==> src/hw/jtexterm_pkg.sv <==
// ##############################################
// Shared sizes, map geometry and the VRAM word
// views of the tile-map layer. Referenced by scope.
// ##############################################

package jtexterm_pkg;

    // VRAM is 4096 words of 16 bits, 8 KB seen from the CPU.
    localparam int vram_aw     = 12;      // Word address width.

    // Tile map geometry, 8x8 pixel tiles.
    localparam int map_cols    = 32;      // Tiles per map row.
    localparam int map_rows    = 32;      // Tile rows, map fills words 0 to 1023.

    // Row buffer between the scanner and the shifter.
    localparam int row_credits = 4;       // Buffer depth and initial credits.

    // One map entry as the scanner sees it.
    typedef struct packed {
        logic [8:0] code;                 // Tile code, selects 8 ROM words.
        logic       hflip;                // Mirror the pixels of the tile.
        logic [5:0] pal;                  // Palette, upper bits of col_addr.
    } tile_entry_t;

    // One VRAM word. The CPU works on bytes, the scanner on map entries.
    // Byte 0 holds the even CPU address.
    typedef union packed {
        tile_entry_t       tile;          // Scanner view.
        logic [1:0][7:0]   bytes;         // CPU view.
    } vram_word_u;

endpackage

==> src/hw/jtexterm_row_if.sv <==
// ##############################################
// Tile rows from the scanner to the pixel shifter.
// Every valid spends a credit, every retired row returns one.
// ##############################################

`timescale 1ns/1ps

interface jtexterm_row_if;

    // Scanner side.
    logic        valid;     // One cycle per row, only with a credit held.
    logic [31:0] row;       // Eight 4-bit pixels, nibble k at bits 4k+3:4k.
    logic [ 5:0] pal;       // Palette of the tile.
    logic        hflip;     // Pixels come out in reversed order.

    // Shifter side.
    logic        credit;    // One-cycle pulse per retired row.

    modport src(output valid, row, pal, hflip, input credit);
    modport dst(input valid, row, pal, hflip, output credit);

endinterface

==> src/hw/jtexterm_pxl_shift.sv <==
// ##############################################
// Row buffer and pixel shifter. One nibble per active
// pxl_cen becomes col_addr, finished rows return credits.
// ##############################################

`timescale 1ns/1ps

module jtexterm_pxl_shift(
    input                   clk,
    input                   reset,
    input                   pxl_cen,
    input                   LHBL,
    jtexterm_row_if.dst     rows,
    output logic    [9:0]   col_addr
);

    logic [31:0]                                    row_mem  [0:jtexterm_pkg::row_credits-1];
    logic [ 5:0]                                    pal_mem  [0:jtexterm_pkg::row_credits-1];
    logic                                           flip_mem [0:jtexterm_pkg::row_credits-1];
    logic [$clog2(jtexterm_pkg::row_credits)-1:0]   wr_ptr;
    logic [$clog2(jtexterm_pkg::row_credits)-1:0]   rd_ptr;     // Row on screen.
    logic [ 2:0]                                    pix;        // Pixel within the row.
    logic [ 2:0]                                    nib_idx;
    logic [31:0]                                    head_row;

    assign head_row = row_mem[rd_ptr];
    assign nib_idx  = flip_mem[rd_ptr] ? ~pix : pix;            // 7-pix when mirrored.

    // Buffer storage. Credits keep it from overflowing.
    always_ff @(posedge clk) begin
        if (rows.valid) begin
            row_mem[wr_ptr]  <= rows.row;
            pal_mem[wr_ptr]  <= rows.pal;
            flip_mem[wr_ptr] <= rows.hflip;
        end
    end

    always_ff @(posedge clk) begin
        if (reset) begin
            wr_ptr      <= '0;
            rd_ptr      <= '0;
            pix         <= '0;
            col_addr    <= '0;
            rows.credit <= 1'b0;
        end else begin
            rows.credit <= 1'b0;
            if (rows.valid) wr_ptr <= wr_ptr + 1'b1;
            if (!LHBL) begin
                pix <= '0;                                      // Line restarts at pixel 0.
            end else if (pxl_cen) begin
                col_addr <= {pal_mem[rd_ptr], head_row[{nib_idx, 2'b00} +: 4]};
                pix      <= pix + 1'b1;
                if (pix == 3'd7) begin                          // Last pixel of the tile.
                    rd_ptr      <= rd_ptr + 1'b1;
                    rows.credit <= 1'b1;
                end
            end
        end
    end

endmodule

==> src/flat_wrapper.sv <==
// flat-port wrapper written by rule: the top's interface ports become plain ports
module jtexterm_pxl_shift_flat 
  (clk, reset, pxl_cen, LHBL, col_addr, rows_valid, rows_row, rows_pal, rows_hflip, rows_credit);
  jtexterm_row_if rows_i ();
  input clk;
  input reset;
  input pxl_cen;
  input LHBL;
  output logic    [9:0] col_addr;
  input wire logic [$bits(rows_i.valid)-1:0] rows_valid;
  input wire logic [$bits(rows_i.row)-1:0] rows_row;
  input wire logic [$bits(rows_i.pal)-1:0] rows_pal;
  input wire logic [$bits(rows_i.hflip)-1:0] rows_hflip;
  output wire logic [$bits(rows_i.credit)-1:0] rows_credit;
  assign rows_i.valid = rows_valid;
  assign rows_i.row = rows_row;
  assign rows_i.pal = rows_pal;
  assign rows_i.hflip = rows_hflip;
  assign rows_credit = rows_i.credit;
  jtexterm_pxl_shift u_core (.clk(clk), .reset(reset), .pxl_cen(pxl_cen), .LHBL(LHBL), .rows(rows_i), .col_addr(col_addr));
endmodule
==> config.mk <==
export PLATFORM = sky130hd
export DESIGN_NAME = jtexterm_pxl_shift_flat
export DESIGN_NICKNAME = d
export VERILOG_FILES = /design/src/hw/jtexterm_pkg.sv /design/src/hw/jtexterm_row_if.sv /design/src/hw/jtexterm_pxl_shift.sv /design/src/flat_wrapper.sv
export SDC_FILE = /design/constraint.sdc
export NUM_CORES = 1
export LEC_CHECK = 0
export ABC_AREA = 1
export BUFFER_PORTS_ARGS = -buffer_cell sky130_fd_sc_hd__buf_2
export CAP_MARGIN = 5
export CORE_AREA = 2 2 127 104
export DETAILED_ROUTE_END_ITERATION = 12
export DIE_AREA = 0 0 129 106
export PLACE_DENSITY = 0.78
export SKIP_CTS_REPAIR_TIMING = 1
export SYNTH_ARGS = -nofsm -noshare
export SYNTH_HDL_FRONTEND = slang
export SYNTH_SLANG_ARGS = --single-unit
==> constraint.sdc <==
create_clock -name clk -period 1.96 [get_ports clk]
set_input_delay 0.196 -clock clk [delete_from_list [all_inputs] [get_ports clk]]
set_output_delay 0.196 -clock clk [all_outputs]
set_load 0.05 [all_outputs]
==> results.py <==
metrics = {
    "place": {
        "placed_area_sq_mm": 0.00774,
        "placed_cells": 855,
        "port_buffers": 54,
        "gp_congestion": 0.967,
        "dp_hpwl_um": 8880,
        "preCtsSetupSlack_ns": 0.336,
    },
    "timing": {
        "drv_slew": 0,
        "fin_crit_sh": 0.850,
        "period_minus_slack_ns": 1.67,
        "worst_clock_skew_ns": 0.00810,
        "max_slew_margin": 0.703,
        "hold_viol": 4,
        "rsz0062_at_grt": "no",
        "tightest_slew_ns": 0.444,
        "finalSetupViolCount": 0,
        "fin_setup_tns_ns": 0,
        "timing.fmax_mhz": 600,
        "whs_ns": -0.00166,
        "setup_slack_ns": 0.294,
    },
    "floorplanning": {
        "ios": 55,
        "die_w_um": 129,
        "start_util": 0.575,
        "core_area_sq_mm": 0.0125,
        "die_area_sq_mm": 0.0137,
        "rows": 37,
        "die_h_um": 106,
    },
    "clock_network": {
        "cts_buffers": 17,
        "clockBufferDepth": 2,
        "clk_pin_slew_ns": 0.06,
        "cts_sinks": 176,
        "clkLatencyLatePin_ns": 0.43,
        "cts-root-buf": "clkbuf_16",
        "cts_tree": "yes",
        "h-tree-depth": 4,
    },
    "global_route": {
        "grt_pass1_vias": 4561,
        "overflow": 0,
        "antenna_found_initial": 0,
        "grt_pass1_wl_um": 23000,
        "grt_max_degree": 40,
        "grt_usage": 0.227,
    },
    "critical_path": {
        "crit_chain": "buf_4, nor2_1, nor2_1, o21ai_0, nand2_1, inv_1, nand2_1, nand3_1, nand3_1, nand2_1, a21oi_2",
        "crit_top_cell": "nand2_1",
        "cp.required_ns": 2.32,
        "path_max_fanout": 38,
        "crit_slowest_cell": "buf_4",
        "arrival_ns": 2.02,
        "cp.buffers_inverters": 2,
        "slowest_delay_ns": 0.37,
        "timing.critical_path.max_delay_family": "simple AND/OR/NAND/NOR gates",
        "crit_path_end_kind": "flip-flop",
        "path_class": "reg2reg",
        "start_kind": "flip-flop",
    },
    "synth": {
        "synth_top_area_cell": "edfxtp_1",
        "synth_area_per_cell_sq_um": 11.3,
        "syn_area_sq_mm": 0.00722,
        "ys_types": 25,
        "ys_seq_area_frac": 0.704,
        "synth_area_leaders": "edfxtp_1 (65%), nand2_1 (7.3%), dfxtp_1 (5.5%)",
        "yosysTopAreaCellShare": 0.649,
        "yosys_register_bits": 176,
        "yosysWarnings": 0,
        "syn_inst": 637,
        "synth_fp_nets": 687,
    },
    "final_layout": {
        "utilization": 0.688,
        "seqCellArea_sq_mm": 0.00509,
        "drive_gt1_frac": 0.157,
        "nFillCells": 888,
        "postLayoutCellArea_sq_mm": 0.00863,
        "stdcell_count": 920,
        "layout.nets": 782,
        "diodes": 0,
        "multi_input_area_sq_mm": 0.00181,
        "synthToLayoutAreaGrowth_pct": 19.6,
    },
    "pwr": {
        "power_frac_clock": 0.393,
        "p_int_mw": 6.18,
        "power.leakage_nw": 3.46,
        "powerDensity_mw_per_mm2": 929,
        "p_seq_frac": 0.535,
        "switchingPower_mw": 1.84,
        "ir_drop_uv": 689,
        "combPwrFrac": 0.072,
        "total_power_mw": 8.02,
        "p_sw_frac": 0.229,
    },
    "detailed_routing": {
        "drt_iter0_markers": 577,
        "wirelength_um": 15000,
        "num_vias": 4932,
        "drc": 0,
        "drt-pass1-iter-count": 5,
        "viasPerCell": 5.36,
        "wl_per_cell_um": 16.3,
        "ant_nets": 0,
    },
    "run": {
        "drv_cap": 0,
    },
    "outcome": {
        "status": "finished, violations left",
        "violations": "negative hold slack",
    },
    "min_path": {
        "hold_class": "in2reg",
    },
}
==> final cells by class <==
class,instances,area share
Sequential cell,176,0.589
Clock buffer,21,0.0535
Inverter,52,0.0226
Tap cell,175,0.0254
Clock inverter,11,0.0112
Timing Repair Buffer,100,0.0881
Multi-Input combinational cell,385,0.210
==> layer usage <==
| layer | vias to the layer above | part of all wire | wire (um) | global-route usage |
|---|---|---|---|---|
| li1 | 2363 | - | - | - |
| met1 | 2366 | 0.44 | 6560 | 0.320 |
| met2 | 183 | 0.49 | 7330 | 0.351 |
| met3 | 20 | 0.061 | 909 | 0.0508 |
| met4 | 0 | 0.015 | 227 | 0.0846 |
| met5 | - | 0 | 0 | 0 |
==> logic make-up after synthesis <==
logic type / count (synthesis) / share of synthesized area
simple gates: 308 / 0.186
flops: 176 / 0.704
buf+inv: 76 / 0.0444
compound gates: 68 / 0.0503
fa+ha+maj: 6 / 0.0104
xor+xnor: 2 / 0.00347
mux: 1 / 0.00139
==> cells in the final DEF, fill, tap and decap left out, drive strengths merged <==
cell type | Yosys | routed
edfxtp | 156 | 156
nand2 | 148 | 148
nand3 | 81 | 81
nor2 | 75 | 75
buf | 18 | 67
inv | 52 | 57
o21ai | 52 | 52
dlygate4sd3 | 0 | 33
clkbuf | 6 | 21
dfxtp | 20 | 20
a21oi | 10 | 10
o22ai | 6 | 6
ha | 6 | 6
nand3b | 4 | 4
clkinv | 0 | 4
clkinvlp | 0 | 2
xnor2 | 2 | 2
mux2i | 1 | 1
==> final timing paths <==
check / from / to / slack, ns / cells after the start
worst min register to register: u_core.wr_ptr[1] / u_core.wr_ptr[1] / 0.55 / 2
worst max register to register: flip-flop / u_core.col_addr[1] / 0.29 / 11
worst max-delay path: flip-flop / u_core.col_addr[1] / 0.29 / 11
worst min-delay path: rows_row[29] / u_core.row_mem[0][29] / -0.002 / 1
==> synth_stat cells (all sizes together) <==
cell	number
mux2i	1
edfxtp	156
a21oi	10
nand3b	4
o22ai	6
clkbuf	6
nand2	148
xnor2	2
nor2	75
buf	18
inv	52
ha	6
o21ai	52
dfxtp	20
nand3	81
==> flip-flops by register name, indices dropped and copies added (netlist names), named ones only <==
name / count
u_core.col_addr: 10
u_core.flip_mem: 4
u_core.pal_mem: 24
u_core.pix: 3
u_core.rd_ptr: 2
u_core.row_mem: 128
u_core.rows.credit: 1
u_core.wr_ptr: 2
==> power by group through the flow <==
stage               registers (mW)  clock network (mW)  logic [mW]
detailed placement            4.37                   0       0.520
global placement              4.36                   0       0.501
floorplan                     4.41                   0       0.261
global route                  4.30                3.33       0.634
finish                        4.29                3.15       0.574
CTS                           4.29                3.17       0.525
Power figures use the tool's default switching activity.
