<file path="config.mk">
export PLATFORM = sky130hd
export DESIGN_NAME = jtexterm_cpu_port_flat
export DESIGN_NICKNAME = d
export VERILOG_FILES = /design/src/hw/jtexterm_pkg.sv /design/src/hw/jtexterm_vram_if.sv /design/src/hw/jtexterm_cpu_port.sv /design/src/flat_wrapper.sv
export SDC_FILE = /design/constraint.sdc
export NUM_CORES = 1
export LEC_CHECK = 0
export ABC_AREA = 1
export BUFFER_PORTS_ARGS = -buffer_cell sky130_fd_sc_hd__clkbuf_2
export CAP_MARGIN = 40
export CORE_ASPECT_RATIO = 1.75
export CORE_UTILIZATION = 43
export DETAILED_ROUTE_END_ITERATION = 8
export PLACE_DENSITY = 0.86
export REMOVE_ABC_BUFFERS = 1
export SLEW_MARGIN = 15
export SYNTH_ARGS = -nofsm -noshare
export SYNTH_HDL_FRONTEND = slang
export SYNTH_SLANG_ARGS = --single-unit
</file>
<file path="constraint.sdc">
create_clock -name clk -period 2.34 [get_ports clk]
set_clock_uncertainty 0.1 [all_clocks]
set_input_delay 0.117 -clock clk [delete_from_list [all_inputs] [get_ports clk]]
set_output_delay 0.117 -clock clk [all_outputs]
set_load 0.01 [all_outputs]
</file>
<file path="src/hw/jtexterm_pkg.sv">
// ##############################################
// Shared sizes, map geometry and the VRAM word
// views of the tile-map layer. Referenced by scope.
// ##############################################

package jtexterm_pkg;

    // VRAM is 4096 words of 16 bits, 8 KB seen from the CPU.
    localparam int vram_aw     = 12;      // Word address width.

    // Tile map geometry, 8x8 pixel tiles.
    localparam int map_cols    = 32;      // Tiles per map row.
    localparam int map_rows    = 32;      // Tile rows, map fills words 0 to 1023.

    // Row buffer between the scanner and the shifter.
    localparam int row_credits = 4;       // Buffer depth and initial credits.

    // One map entry as the scanner sees it.
    typedef struct packed {
        logic [8:0] code;                 // Tile code, selects 8 ROM words.
        logic       hflip;                // Mirror the pixels of the tile.
        logic [5:0] pal;                  // Palette, upper bits of col_addr.
    } tile_entry_t;

    // One VRAM word. The CPU works on bytes, the scanner on map entries.
    // Byte 0 holds the even CPU address.
    typedef union packed {
        tile_entry_t       tile;          // Scanner view.
        logic [1:0][7:0]   bytes;         // CPU view.
    } vram_word_u;

endpackage

</file>
<file path="src/hw/jtexterm_vram_if.sv">
// ##############################################
// Link between one VRAM client and the arbiter.
// Request is held until gnt, reads return a cycle later.
// ##############################################

`timescale 1ns/1ps

interface jtexterm_vram_if;

    // Client side.
    logic                               req;    // Held high until gnt.
    logic                               we;     // High for a write.
    logic [jtexterm_pkg::vram_aw-1:0]   addr;   // Word address.
    jtexterm_pkg::vram_word_u           wdata;  // Write data.
    logic [1:0]                         be;     // Byte enables, bit 0 is the even byte.

    // Arbiter side.
    logic                               gnt;    // One-cycle grant, write lands here.
    jtexterm_pkg::vram_word_u           rdata;  // Valid together with rvalid.
    logic                               rvalid; // One cycle after a read grant.

    modport client(output req, we, addr, wdata, be, input gnt, rdata, rvalid);
    modport arb   (input  req, we, addr, wdata, be, output gnt, rdata, rvalid);

endinterface

</file>
<file path="src/hw/jtexterm_cpu_port.sv">
// ##############################################
// CPU byte bus to VRAM word requests. Holds the access
// until granted and answers with a cpu_ok pulse.
// ##############################################

`timescale 1ns/1ps

module jtexterm_cpu_port(
    input                       clk,
    input                       reset,
    input                       vram_cs,
    input                       cpu_rnw,
    input               [12:0]  cpu_addr,
    input               [ 7:0]  cpu_dout,
    output logic        [ 7:0]  cpu_din,
    output logic                cpu_ok,
    jtexterm_vram_if.client     bus
);

    logic cs_q, cs_qq;      // Chip select history.
    logic start;            // Rise of vram_cs.
    logic lane;             // Byte lane of the access.

    assign start = cs_q & ~cs_qq;

    always_ff @(posedge clk) begin
        if (reset) begin
            cs_q    <= 1'b0;
            cs_qq   <= 1'b0;
            bus.req <= 1'b0;
            cpu_ok  <= 1'b0;
        end else begin
            cs_q  <= vram_cs;
            cs_qq <= cs_q;
            if (start)        bus.req <= 1'b1;
            else if (bus.gnt) bus.req <= 1'b0;              // Grant is a single cycle.
            cpu_ok <= (bus.gnt & bus.we) | bus.rvalid;      // Write done or data back.
        end
    end

    // Access fields. The CPU keeps its inputs steady until cpu_ok.
    always_ff @(posedge clk) begin
        if (start) begin
            bus.we             <= ~cpu_rnw;
            bus.addr           <= cpu_addr[12:1];           // Word address.
            bus.wdata.bytes[0] <= cpu_dout;                 // Same byte on both lanes.
            bus.wdata.bytes[1] <= cpu_dout;
            bus.be             <= cpu_addr[0] ? 2'b10 : 2'b01;
            lane               <= cpu_addr[0];
        end
        if (bus.rvalid) cpu_din <= bus.rdata.bytes[lane];   // Pick the addressed byte.
    end

endmodule

</file>
<file path="src/flat_wrapper.sv">
// flat-port wrapper written by rule: the top's interface ports become plain ports
module jtexterm_cpu_port_flat 
  (clk, reset, vram_cs, cpu_rnw, cpu_addr, cpu_dout, cpu_din, cpu_ok, bus_req, bus_we, bus_addr, bus_wdata, bus_be, bus_gnt, bus_rdata, bus_rvalid);
  jtexterm_vram_if bus_i ();
  input clk;
  input reset;
  input vram_cs;
  input cpu_rnw;
  input               [12:0] cpu_addr;
  input               [ 7:0] cpu_dout;
  output logic        [ 7:0] cpu_din;
  output logic cpu_ok;
  output wire logic [$bits(bus_i.req)-1:0] bus_req;
  output wire logic [$bits(bus_i.we)-1:0] bus_we;
  output wire logic [$bits(bus_i.addr)-1:0] bus_addr;
  output wire logic [$bits(bus_i.wdata)-1:0] bus_wdata;
  output wire logic [$bits(bus_i.be)-1:0] bus_be;
  input wire logic [$bits(bus_i.gnt)-1:0] bus_gnt;
  input wire logic [$bits(bus_i.rdata)-1:0] bus_rdata;
  input wire logic [$bits(bus_i.rvalid)-1:0] bus_rvalid;
  assign bus_req = bus_i.req;
  assign bus_we = bus_i.we;
  assign bus_addr = bus_i.addr;
  assign bus_wdata = bus_i.wdata;
  assign bus_be = bus_i.be;
  assign bus_i.gnt = bus_gnt;
  assign bus_i.rdata = bus_rdata;
  assign bus_i.rvalid = bus_rvalid;
  jtexterm_cpu_port u_core (.clk(clk), .reset(reset), .vram_cs(vram_cs), .cpu_rnw(cpu_rnw), .cpu_addr(cpu_addr), .cpu_dout(cpu_dout), .cpu_din(cpu_din), .cpu_ok(cpu_ok), .bus(bus_i));
endmodule
</file>
==> metrics.log <==
[metrics] Max-Cap Viols: 0
[metrics] cell total after placement: 184
[metrics] power density over cell area: ~730 nW/µm²
[metrics] number of search-and-repair iterations in the first detailed-routing pass: 4
[metrics] f_max: roughly 670 MHz
[metrics] layout cells sized above 1: 48.7%
[metrics] number of global-route vias before repair: between 1k and 1.5k
[metrics] CP startpoint kind: flip-flop
[metrics] highest ir drop seen on vdd: a little under 600 µV
[metrics] routability cong.: 0.701
[metrics] kind of end point of the critical path: flip-flop
[metrics] maximum fanout along the worst path: 14
[metrics] # IOs: 84
[metrics] deepest level of the CTS H-tree: 2
[metrics] unrepaired setup endpoints after global routing: false
[metrics] core area: 2720 µm²
[metrics] die height: about 73 µm
[metrics] Longest Clk Path Bufs: 2
[metrics] clock tree from TritonCTS: built
[metrics] CTS root buf: clkbuf_8
[metrics] total number of placement rows: 25
[metrics] vias per inst: approximately 4.7
[metrics] number of slew-limit violations in the final report: 0
[metrics] post-synthesis instance area: around 1200 µm²
[metrics] width of the die: between 40 and 50 µm
[metrics] Final TNS setup: 0 ns
[metrics] clock slew at the register clock pins of the worst setup and hold paths: around 0.070 ns
[metrics] endpoint required time on the critical path: 2.22 ns
[metrics] maximum number of pins on one net before global-route repair: 18
[metrics] GR Util All Layers: about a quarter
[metrics] GRT Residual Overflow: 0
[metrics] number of distinct library cells after synthesis: 9
[metrics] Resized cells post-CTS: 0
[metrics] count of state elements after synthesis: 35
[metrics] Iteration-0 DRC Markers: 33
[metrics] total inserted antenna cells: 0
[metrics] mean instance size in the synthesized netlist: roughly 15 µm²
[metrics] count of warnings emitted by yosys: 0
[metrics] category of cells accounting for the largest share of critical-path delay: buffers and inverters
[metrics] largest stage delay on the critical path: about 0.33 ns
[metrics] Port-buffer cells: 83
[metrics] number of nets in the layout: around 230
[metrics] Fin. Hold Viols: 0
[metrics] Die Footprint: between 3000 and 4000 µm²
[metrics] post-detail-place hpwl: 1980 µm
[metrics] total number of vias: around 1.0k
[metrics] Seq/Total Area, Yosys: around four fifths
[metrics] area growth from synthesis to layout: 59.1%
[metrics] number of antenna violations at the first check in global routing: 0
[metrics] wire length of the first global-routing pass: 5510 µm
[metrics] effective utilization at floorplan: 45.7%
[metrics] commonest non-fill, non-tap cell in the layout: clkbuf_2
[metrics] number of design rule violations left after detail routing: 0
[metrics] run status: completed
[metrics] headroom to the max-slew limit: between 60% and 70%
[metrics] portion of the clock cycle consumed by the worst path in the final layout: a little under two thirds
[metrics] CP bufs+invs: 3
[metrics] clk sink count: 35
[metrics] most frequent cells in the layout: 83 x clkbuf_2, 31 x edfxtp_1, 24 x dlygate4sd3_1
[metrics] final setup violation count: 0
[metrics] worst skew pair latency: roughly 0.28 ns
[metrics] leakage power figure: 0.000956 µW
[metrics] antenna-violating nets left: 0
[metrics] Worst path slowest cell: dfxtp_1
[metrics] series of cell instances along the critical path: inv_1 -> nand2_1 -> inv_1 -> buf_4
[metrics] Critical Path AT: approximately 1.4 ns
[metrics] Final Non-Filler Cells: 216
[metrics] TritonCTS buffer count: 5
[metrics] detailed-route wire length per cell: between 15 and 20 µm
[metrics] most frequent CP cell: inv_1
[metrics] Detailed Route WL: 3570 µm
[metrics] instance count of the mapped netlist: between 80 and 90
[metrics] type of the worst setup path: reg -> reg
[metrics] post-layout min period: 1.49 ns
[metrics] class of the worst hold path: in -> reg
[metrics] Worst-Margin Slew: 0.460 ns
## path summary, 6_finish.rpt
kind | from | to | slack [ns] | cells past startpoint
max | u_core.cs_qq$_SDFF_PP0_ | u_core.bus.addr[7]$_DFFE_PP_ | 0.85 | 4
min | bus_rdata[14] | u_core.cpu_din[6]$_DFFE_PP_ | 0.02 | 3
max reg2reg | u_core.cs_qq$_SDFF_PP0_ | u_core.bus.addr[7]$_DFFE_PP_ | 0.85 | 4
min reg2reg | u_core.cs_q$_SDFF_PP0_ | u_core.cs_qq$_SDFF_PP0_ | 0.39 | 2
## worst reg2reg max path, cell delays in order (launching register included)
cell     delay (ns)
dfxtp_1        0.33
inv_1          0.08
nand2_1        0.08
inv_1          0.30
buf_4          0.30
## routing by layer
layer	global-route usage, %	share of wire [%]
met1	29.5	35
met2	43.8	54
met3	6.44	9.4
met4	9.72	2.3
met5	0	0
## layout make-up
class / count / area, µm²
fillers: 162 / 741
well taps: 27 / 33.8
repair buffers: 108 / 663
inverters: 15 / 56.3
clock inverters: 2 / 35.0
multi-input cells: 23 / 98.8
clock buffers: 6 / 82.6
flip-flops and latches: 35 / 1010
## report_power, final
group / switching [µW] / leakage, µW / internal [µW] / total, µW
Sequential: 14.3 / 0.000327 / 715 / 729
Clock: 218 / 0.0000612 / 345 / 563
Combinational: 70.7 / 0.000567 / 78.0 / 149
## what timing repair did
action	in CTS	in global routing
buffers inserted	0	0
hold buffers	24	0
hold endpoints to repair	27	0
## registers in the layout, indices dropped and copies added (netlist names)
name	count
u_core.cpu_din	8
u_core.bus.wdata	8
u_core.bus.req	1
u_core.cs_q	1
u_core.bus.we	1
u_core.cs_qq	1
u_core.bus.addr	12
u_core.cpu_ok	1
u_core.bus.be	2
## synthesized netlist by cell type
cell type | count | area share (%)
a21oi_1 | 2 | 0.80
buf_4 | 9 | 5.4
buf_6 | 1 | 0.90
dfxtp_1 | 4 | 6.4
edfxtp_1 | 31 | 75
inv_1 | 15 | 4.5
nand2_1 | 10 | 3.0
nor2_1 | 3 | 0.90
o21ai_0 | 8 | 3.2
## cell families after synthesis
group           share of synthesized area [%]
compound gates                           4.02
buf+inv                                  10.9
flops                                    81.2
simple gates                             3.92
## metrics by stage
stage | power (µW) | hold WS (ns) | cell area, µm² | util [%] | setup slack, ns
after floorplan | 775 | 0.0861 | 1170 | - | 1.03
after global placement | 844 | 0.195 | 1620 | 59.6 | 1.04
after detailed placement | 852 | 0.196 | 1620 | 59.6 | 0.945
after CTS | 1430 | 0.00615 | 1980 | 72.8 | 0.890
after global routing | 1480 | 0.0412 | 1980 | 72.8 | 0.745
final | 1440 | 0.0248 | 1980 | 72.8 | 0.847
Power figures use the tool's default switching activity.
