<file path="src/hw/jtexterm_pkg.sv">
// ##############################################
// Shared sizes, map geometry and the VRAM word
// views of the tile-map layer. Referenced by scope.
// ##############################################

package jtexterm_pkg;

    // VRAM is 4096 words of 16 bits, 8 KB seen from the CPU.
    localparam int vram_aw     = 12;      // Word address width.

    // Tile map geometry, 8x8 pixel tiles.
    localparam int map_cols    = 32;      // Tiles per map row.
    localparam int map_rows    = 32;      // Tile rows, map fills words 0 to 1023.

    // Row buffer between the scanner and the shifter.
    localparam int row_credits = 4;       // Buffer depth and initial credits.

    // One map entry as the scanner sees it.
    typedef struct packed {
        logic [8:0] code;                 // Tile code, selects 8 ROM words.
        logic       hflip;                // Mirror the pixels of the tile.
        logic [5:0] pal;                  // Palette, upper bits of col_addr.
    } tile_entry_t;

    // One VRAM word. The CPU works on bytes, the scanner on map entries.
    // Byte 0 holds the even CPU address.
    typedef union packed {
        tile_entry_t       tile;          // Scanner view.
        logic [1:0][7:0]   bytes;         // CPU view.
    } vram_word_u;

endpackage

</file>
<file path="src/hw/jtexterm_vram_if.sv">
// ##############################################
// Link between one VRAM client and the arbiter.
// Request is held until gnt, reads return a cycle later.
// ##############################################

`timescale 1ns/1ps

interface jtexterm_vram_if;

    // Client side.
    logic                               req;    // Held high until gnt.
    logic                               we;     // High for a write.
    logic [jtexterm_pkg::vram_aw-1:0]   addr;   // Word address.
    jtexterm_pkg::vram_word_u           wdata;  // Write data.
    logic [1:0]                         be;     // Byte enables, bit 0 is the even byte.

    // Arbiter side.
    logic                               gnt;    // One-cycle grant, write lands here.
    jtexterm_pkg::vram_word_u           rdata;  // Valid together with rvalid.
    logic                               rvalid; // One cycle after a read grant.

    modport client(output req, we, addr, wdata, be, input gnt, rdata, rvalid);
    modport arb   (input  req, we, addr, wdata, be, output gnt, rdata, rvalid);

endinterface

</file>
<file path="src/hw/jtexterm_row_if.sv">
// ##############################################
// Tile rows from the scanner to the pixel shifter.
// Every valid spends a credit, every retired row returns one.
// ##############################################

`timescale 1ns/1ps

interface jtexterm_row_if;

    // Scanner side.
    logic        valid;     // One cycle per row, only with a credit held.
    logic [31:0] row;       // Eight 4-bit pixels, nibble k at bits 4k+3:4k.
    logic [ 5:0] pal;       // Palette of the tile.
    logic        hflip;     // Pixels come out in reversed order.

    // Shifter side.
    logic        credit;    // One-cycle pulse per retired row.

    modport src(output valid, row, pal, hflip, input credit);
    modport dst(input valid, row, pal, hflip, output credit);

endinterface

</file>
<file path="src/hw/jtexterm_tile_scan.sv">
// ##############################################
// Line fetcher. Reads map entries from VRAM and rows
// from the graphics ROM, pushing rows against credits.
// ##############################################

`timescale 1ns/1ps

module jtexterm_tile_scan(
    input                       clk,
    input                       reset,
    input                       LHBL,
    input               [ 8:0]  vdump,
    input               [31:0]  rom_data,
    input                       rom_ok,
    output logic                rom_cs,
    output logic        [19:0]  rom_addr,
    jtexterm_vram_if.client     bus,
    jtexterm_row_if.src         rows
);

    logic                                           lhbl_l;
    logic [ 8:0]                                    vline;      // Line being fetched.
    logic [$clog2(jtexterm_pkg::map_cols):0]        rd_col;     // Next map column.
    logic                                           rd_wait;    // Read granted, data due.
    jtexterm_pkg::tile_entry_t                      ent;        // Entry waiting for ROM.
    logic                                           ent_valid;
    logic [ 5:0]                                    rom_pal;
    logic                                           rom_hflip;
    logic                                           row_full;   // Row waiting for a credit.
    logic [$clog2(jtexterm_pkg::row_credits):0]     credits;
    logic                                           line_start;
    logic                                           rd_issue;
    logic                                           rom_start;

    assign line_start = lhbl_l & ~LHBL;                         // Blanking starts.
    // One map read in flight, and only into an empty entry stage.
    assign rd_issue   = (rd_col < jtexterm_pkg::map_cols) & ~bus.req & ~rd_wait & ~ent_valid;
    assign rom_start  = ent_valid & ~rom_cs & ~row_full;

    assign rows.valid = row_full & (credits != 0);              // Back-pressure here.
    assign rows.pal   = rom_pal;                                // Steady while row_full.
    assign rows.hflip = rom_hflip;

    // The scanner only reads.
    assign bus.we    = 1'b0;
    assign bus.wdata = '0;
    assign bus.be    = 2'b00;

    always_ff @(posedge clk) begin
        if (reset) begin
            lhbl_l    <= 1'b0;
            rd_col    <= $bits(rd_col)'(jtexterm_pkg::map_cols); // Idle.
            rd_wait   <= 1'b0;
            bus.req   <= 1'b0;
            ent_valid <= 1'b0;
            rom_cs    <= 1'b0;
            row_full  <= 1'b0;
            credits   <= $bits(credits)'(jtexterm_pkg::row_credits);
        end else begin
            lhbl_l <= LHBL;
            if (line_start) begin
                rd_col <= '0;                                   // Walk a new line.
            end else if (rd_issue) begin
                bus.req <= 1'b1;
            end else if (bus.gnt) begin
                bus.req <= 1'b0;
                rd_wait <= 1'b1;
                rd_col  <= rd_col + 1'b1;
            end
            if (bus.rvalid) rd_wait <= 1'b0;
            // Entry stage frees up as soon as its ROM fetch starts.
            if (bus.rvalid)     ent_valid <= 1'b1;
            else if (rom_start) ent_valid <= 1'b0;
            if (rom_start) rom_cs <= 1'b1;
            else if (rom_ok) rom_cs <= 1'b0;
            if (rom_cs && rom_ok) row_full <= 1'b1;
            else if (rows.valid)  row_full <= 1'b0;
            credits <= credits + rows.credit - rows.valid;      // Spend and refund.
        end
    end

    // Fetch fields, no reset needed on data.
    always_ff @(posedge clk) begin
        if (line_start) vline <= vdump;                         // Next line to show.
        if (rd_issue) begin
            bus.addr <= jtexterm_pkg::vram_aw'(
                (vline[8:3] % jtexterm_pkg::map_rows) * jtexterm_pkg::map_cols + rd_col);
        end
        if (bus.rvalid) ent <= bus.rdata.tile;                  // Tile view of the word.
        if (rom_start) begin
            rom_addr  <= {8'd0, ent.code, vline[2:0]};          // code*8 + row in tile.
            rom_pal   <= ent.pal;
            rom_hflip <= ent.hflip;
        end
        if (rom_cs && rom_ok) rows.row <= rom_data;
    end

endmodule

</file>
<file path="src/flat_wrapper.sv">
// flat-port wrapper written by rule: the top's interface ports become plain ports
module jtexterm_tile_scan_flat 
  (clk, reset, LHBL, vdump, rom_data, rom_ok, rom_cs, rom_addr, bus_req, bus_we, bus_addr, bus_wdata, bus_be, bus_gnt, bus_rdata, bus_rvalid, rows_valid, rows_row, rows_pal, rows_hflip, rows_credit);
  jtexterm_vram_if bus_i ();
  jtexterm_row_if rows_i ();
  input clk;
  input reset;
  input LHBL;
  input               [ 8:0] vdump;
  input               [31:0] rom_data;
  input rom_ok;
  output logic rom_cs;
  output logic        [19:0] rom_addr;
  output wire logic [$bits(bus_i.req)-1:0] bus_req;
  output wire logic [$bits(bus_i.we)-1:0] bus_we;
  output wire logic [$bits(bus_i.addr)-1:0] bus_addr;
  output wire logic [$bits(bus_i.wdata)-1:0] bus_wdata;
  output wire logic [$bits(bus_i.be)-1:0] bus_be;
  input wire logic [$bits(bus_i.gnt)-1:0] bus_gnt;
  input wire logic [$bits(bus_i.rdata)-1:0] bus_rdata;
  input wire logic [$bits(bus_i.rvalid)-1:0] bus_rvalid;
  output wire logic [$bits(rows_i.valid)-1:0] rows_valid;
  output wire logic [$bits(rows_i.row)-1:0] rows_row;
  output wire logic [$bits(rows_i.pal)-1:0] rows_pal;
  output wire logic [$bits(rows_i.hflip)-1:0] rows_hflip;
  input wire logic [$bits(rows_i.credit)-1:0] rows_credit;
  assign bus_req = bus_i.req;
  assign bus_we = bus_i.we;
  assign bus_addr = bus_i.addr;
  assign bus_wdata = bus_i.wdata;
  assign bus_be = bus_i.be;
  assign bus_i.gnt = bus_gnt;
  assign bus_i.rdata = bus_rdata;
  assign bus_i.rvalid = bus_rvalid;
  assign rows_valid = rows_i.valid;
  assign rows_row = rows_i.row;
  assign rows_pal = rows_i.pal;
  assign rows_hflip = rows_i.hflip;
  assign rows_i.credit = rows_credit;
  jtexterm_tile_scan u_core (.clk(clk), .reset(reset), .LHBL(LHBL), .vdump(vdump), .rom_data(rom_data), .rom_ok(rom_ok), .rom_cs(rom_cs), .rom_addr(rom_addr), .bus(bus_i), .rows(rows_i));
endmodule
</file>
<file path="config.mk">
export PLATFORM = sky130hd
export DESIGN_NAME = jtexterm_tile_scan_flat
export DESIGN_NICKNAME = d
export VERILOG_FILES = /design/src/hw/jtexterm_pkg.sv /design/src/hw/jtexterm_vram_if.sv /design/src/hw/jtexterm_row_if.sv /design/src/hw/jtexterm_tile_scan.sv /design/src/flat_wrapper.sv
export SDC_FILE = /design/constraint.sdc
export NUM_CORES = 1
export LEC_CHECK = 0
export BUFFER_PORTS_ARGS = -buffer_cell sky130_fd_sc_hd__buf_2
export CAP_MARGIN = 10
export CELL_PAD_IN_SITES_DETAIL_PLACEMENT = 1
export CELL_PAD_IN_SITES_GLOBAL_PLACEMENT = 2
export CORE_AREA = 2 2 172 90
export DETAILED_ROUTE_END_ITERATION = 12
export DIE_AREA = 0 0 174 92
export GPL_TIMING_DRIVEN = 0
export PLACE_DENSITY = 0.68
export SYNTH_ARGS = -nofsm -noshare
export SYNTH_HDL_FRONTEND = slang
export SYNTH_SLANG_ARGS = --single-unit
</file>
<file path="constraint.sdc">
create_clock -name clk -period 2.35 [get_ports clk]
set_clock_uncertainty 0.05 [all_clocks]
set_input_delay 0.235 -clock clk [delete_from_list [all_inputs] [get_ports clk]]
set_output_delay 0.235 -clock clk [all_outputs]
set_load 0.05 [all_outputs]
</file>
==> flow_summary.yaml <==
setup_path:
  cp-end-kind: "flop"
  critical_path.startpoint_type: "flop"
  worstPathRequired_ns: 2.52
  cp_max_fo: 3
  cpPeakStageDelay_ns: 0.37
  cp_top_family: "adder cells"
  path_class: "reg2reg"
  worst_path_max_delay_cell: "fa_1"
  crit_chain: "nor3_2, nor2b_2, ha_1, inv_1, ha_1, inv_1, fa_1, xor2_1, xnor2_1, nand2b_1"
  path_buf_inv: 2
  cp.arrival_ns: 2.32
clocking:
  clock-sinks: 101
  clockRootBuffer: "clkbuf_16"
  h-tree-depth: 3
  path_clk_slew_ns: 0.08
  cts_buffers: 9
  cts_tree: "yes"
  clk-insertion-delay-late_ns: 0.33
  clk_path_buf_depth: 2
placed_design:
  place_area_um2: 4580
  gp_congestion: 0.715
  dp_cells: 559
  dp_hpwl_um: 5840
  portBuffers: 127
synthesis:
  ys_types: 30
  yosysSeqAreaShare: 0.812
  syn_avg_cell_area_um2: 17.8
  synth_edf_count: 86
  ys.flop_type: "edfxtp_1"
  synthXorXnorAreaFrac: 0.0148
  synthTopCellsByArea: "edfxtp_1, dfxtp_1, buf_4, ha_1, a21oi_1"
  synth_top_family_by_area: "buffers and inverters"
  ys_warn_count: 0
  synth_top_area_frac: 0.727
  synth_top_cell_by_area: "edfxtp_1"
  synth_compound_area_frac: 0.0324
  synthAdderAreaFrac: 0.0232
  synth-simple-area-share: 0.0493
  syn_area_um2: 3550
  async_flop_share: 0
  synth-seq-cells: 101
  synthCells: 200
  synth.mux.area_fraction: 0
cells_and_area:
  layout.cells.non_filler: 581
  fin_util: 0.338
  mostFrequentLayoutCell: "buf_2"
  final_cell_mix: "buf_2, edfxtp_1, buf_4, conb_1, dfxtp_1"
  nNetsFinal: 442
  stdcell_area_um2: 4980
  area_growth_pct: 40.3
  drive_gt1_frac: 0.467
  num_antenna_cells: 0
drt:
  via_per_inst: 3.66
  vias: 2124
  antenna_left: 0
  dr.pass1.iters: 4
  wire_per_inst_um: 13.2
  wirelength_um: 7680
  drc: 0
  drtIter0Drc: 97
run:
  cap_violations: 0
sta:
  worst_pin_slew_ns: 0.903
  layout_worst_path_cycle_share: 0.915
  fin_crit_ns: 2.15
  maxSlewViolCount: 0
  relSlewSlack: 0.393
  finalHoldViolations: 0
  finalSetupTns_ns: 0
  rsz0062_at_grt: "no"
  fmax_ghz: 0.465
  setup_viol: 0
die:
  fp.coreArea_um2: 14700
  pin_count: 157
  die_area_um2: 16000
  die_y_um: 92
  rows: 32
  die_w_um: 174
  start_util: 0.241
hold_path:
  timing.hold.worst.class: "in2reg"
global_routing:
  grt_overflow: 0
  grt_pass1_vias: 2149
  grt_usage: 0.0980
  antenna_found_initial: 0
  grt_max_degree: 25
  grt_first_pass_wirelength_um: 11900
power_and_ir_drop:
  pwr_density_cell_nw_per_um2: 843
  ir_drop_v: 0.000309
  cellLeakagePower_nw: 2.05
status:
  status: "completed"
flip-flops by register name, summed over array words and instances, names as in the netlist, 3 cells and up:
| register | cells |
|---|---|
| u_core.bus.addr | 11 |
| u_core.credits | 3 |
| u_core.ent | 16 |
| u_core.rd_col | 6 |
| u_core.rom_addr | 12 |
| u_core.rows.pal | 6 |
| u_core.rows.row | 32 |
| u_core.vline | 8 |
repair_timing:
item / CTS / global route
endpoints found under the hold margin: 1 / 5
resized for setup: 0 / 1
hold buffers: 1 / 5
buffers inserted: 0 / 0
endpoints found under the setup margin: 0 / 1
power breakdown:
part           total (mW)  switching, mW  internal [mW]
clock                1.65          0.689          0.960
combinational       0.478          0.338          0.140
sequential           2.08         0.0375           2.04
kinds of logic after synthesis:
group / Yosys count
AND/OR/NAND/NOR: 32
other: 1
buffers and inverters: 36
adder cells (fa/ha/maj): 6
flip-flops: 101
XOR/XNOR: 6
AO/OA/AOI/OAI: 18
worst paths after layout:
path | from | slack [ns] | to | cells past startpoint
setup / recovery | u_core.credits[1]$_SDFF_PP0_ | 0.20 | u_core.credits[2]$_SDFF_PP1_ | 10
hold / removal | rom_data[31] | 0.02 | u_core.rows.row[31]$_DFFE_PP_ | 1
setup reg to reg | u_core.credits[1]$_SDFF_PP0_ | 0.20 | u_core.credits[2]$_SDFF_PP1_ | 10
hold reg to reg | u_core.ent[10]$_DFFE_PP_ | 0.37 | u_core.rom_addr[6]$_DFFE_PP_ | 0
through the flow:
| step | total power, mW | setup WS, ns | hold WS [ns] |
|---|---|---|---|
| CTS | 4.26 | 0.0681 | 0.000135 |
| global placement | 2.57 | 0.178 | 0.351 |
| finish | 4.20 | 0.201 | 0.0171 |
| detailed placement | 2.59 | 0.0705 | 0.356 |
| floorplan | 2.46 | 0.00606 | 0.264 |
| global route | 4.38 | 0.00122 | 0.000725 |
cell usage after synthesis, types with 2 or more instances:
cell and instances:
buf_4 28, ha_1 5, a21oi_1 9, inv_1 7
xnor2_1 4, nor2b_1 3, nand2b_1 4, nor2_1 5
nand2_1 5, edfxtp_1 86, o21ai_0 3, xor2_1 2
dfxtp_1 15, or3_1 3, nor3_1 2, nand3_1 5
area by class of cell:
class,instances,area [µm²]
Fill cell,1623,9750
Sequential cell,101,2880
Timing Repair Buffer,134,723
Multi-Input combinational cell,90,547
Tap cell,204,255
Clock buffer,9,225
Buffer,29,214
Clock inverter,7,110
Inverter,7,26.3
metal layers:
metal,global-route usage,up-vias,part of all wire
li1,-,1023,-
met1,0.130,1004,0.47
met2,0.137,92,0.42
met3,0.0556,5,0.10
met4,0.0231,0,0.0074
met5,0,-,0
(Power assumes the default switching activity.)
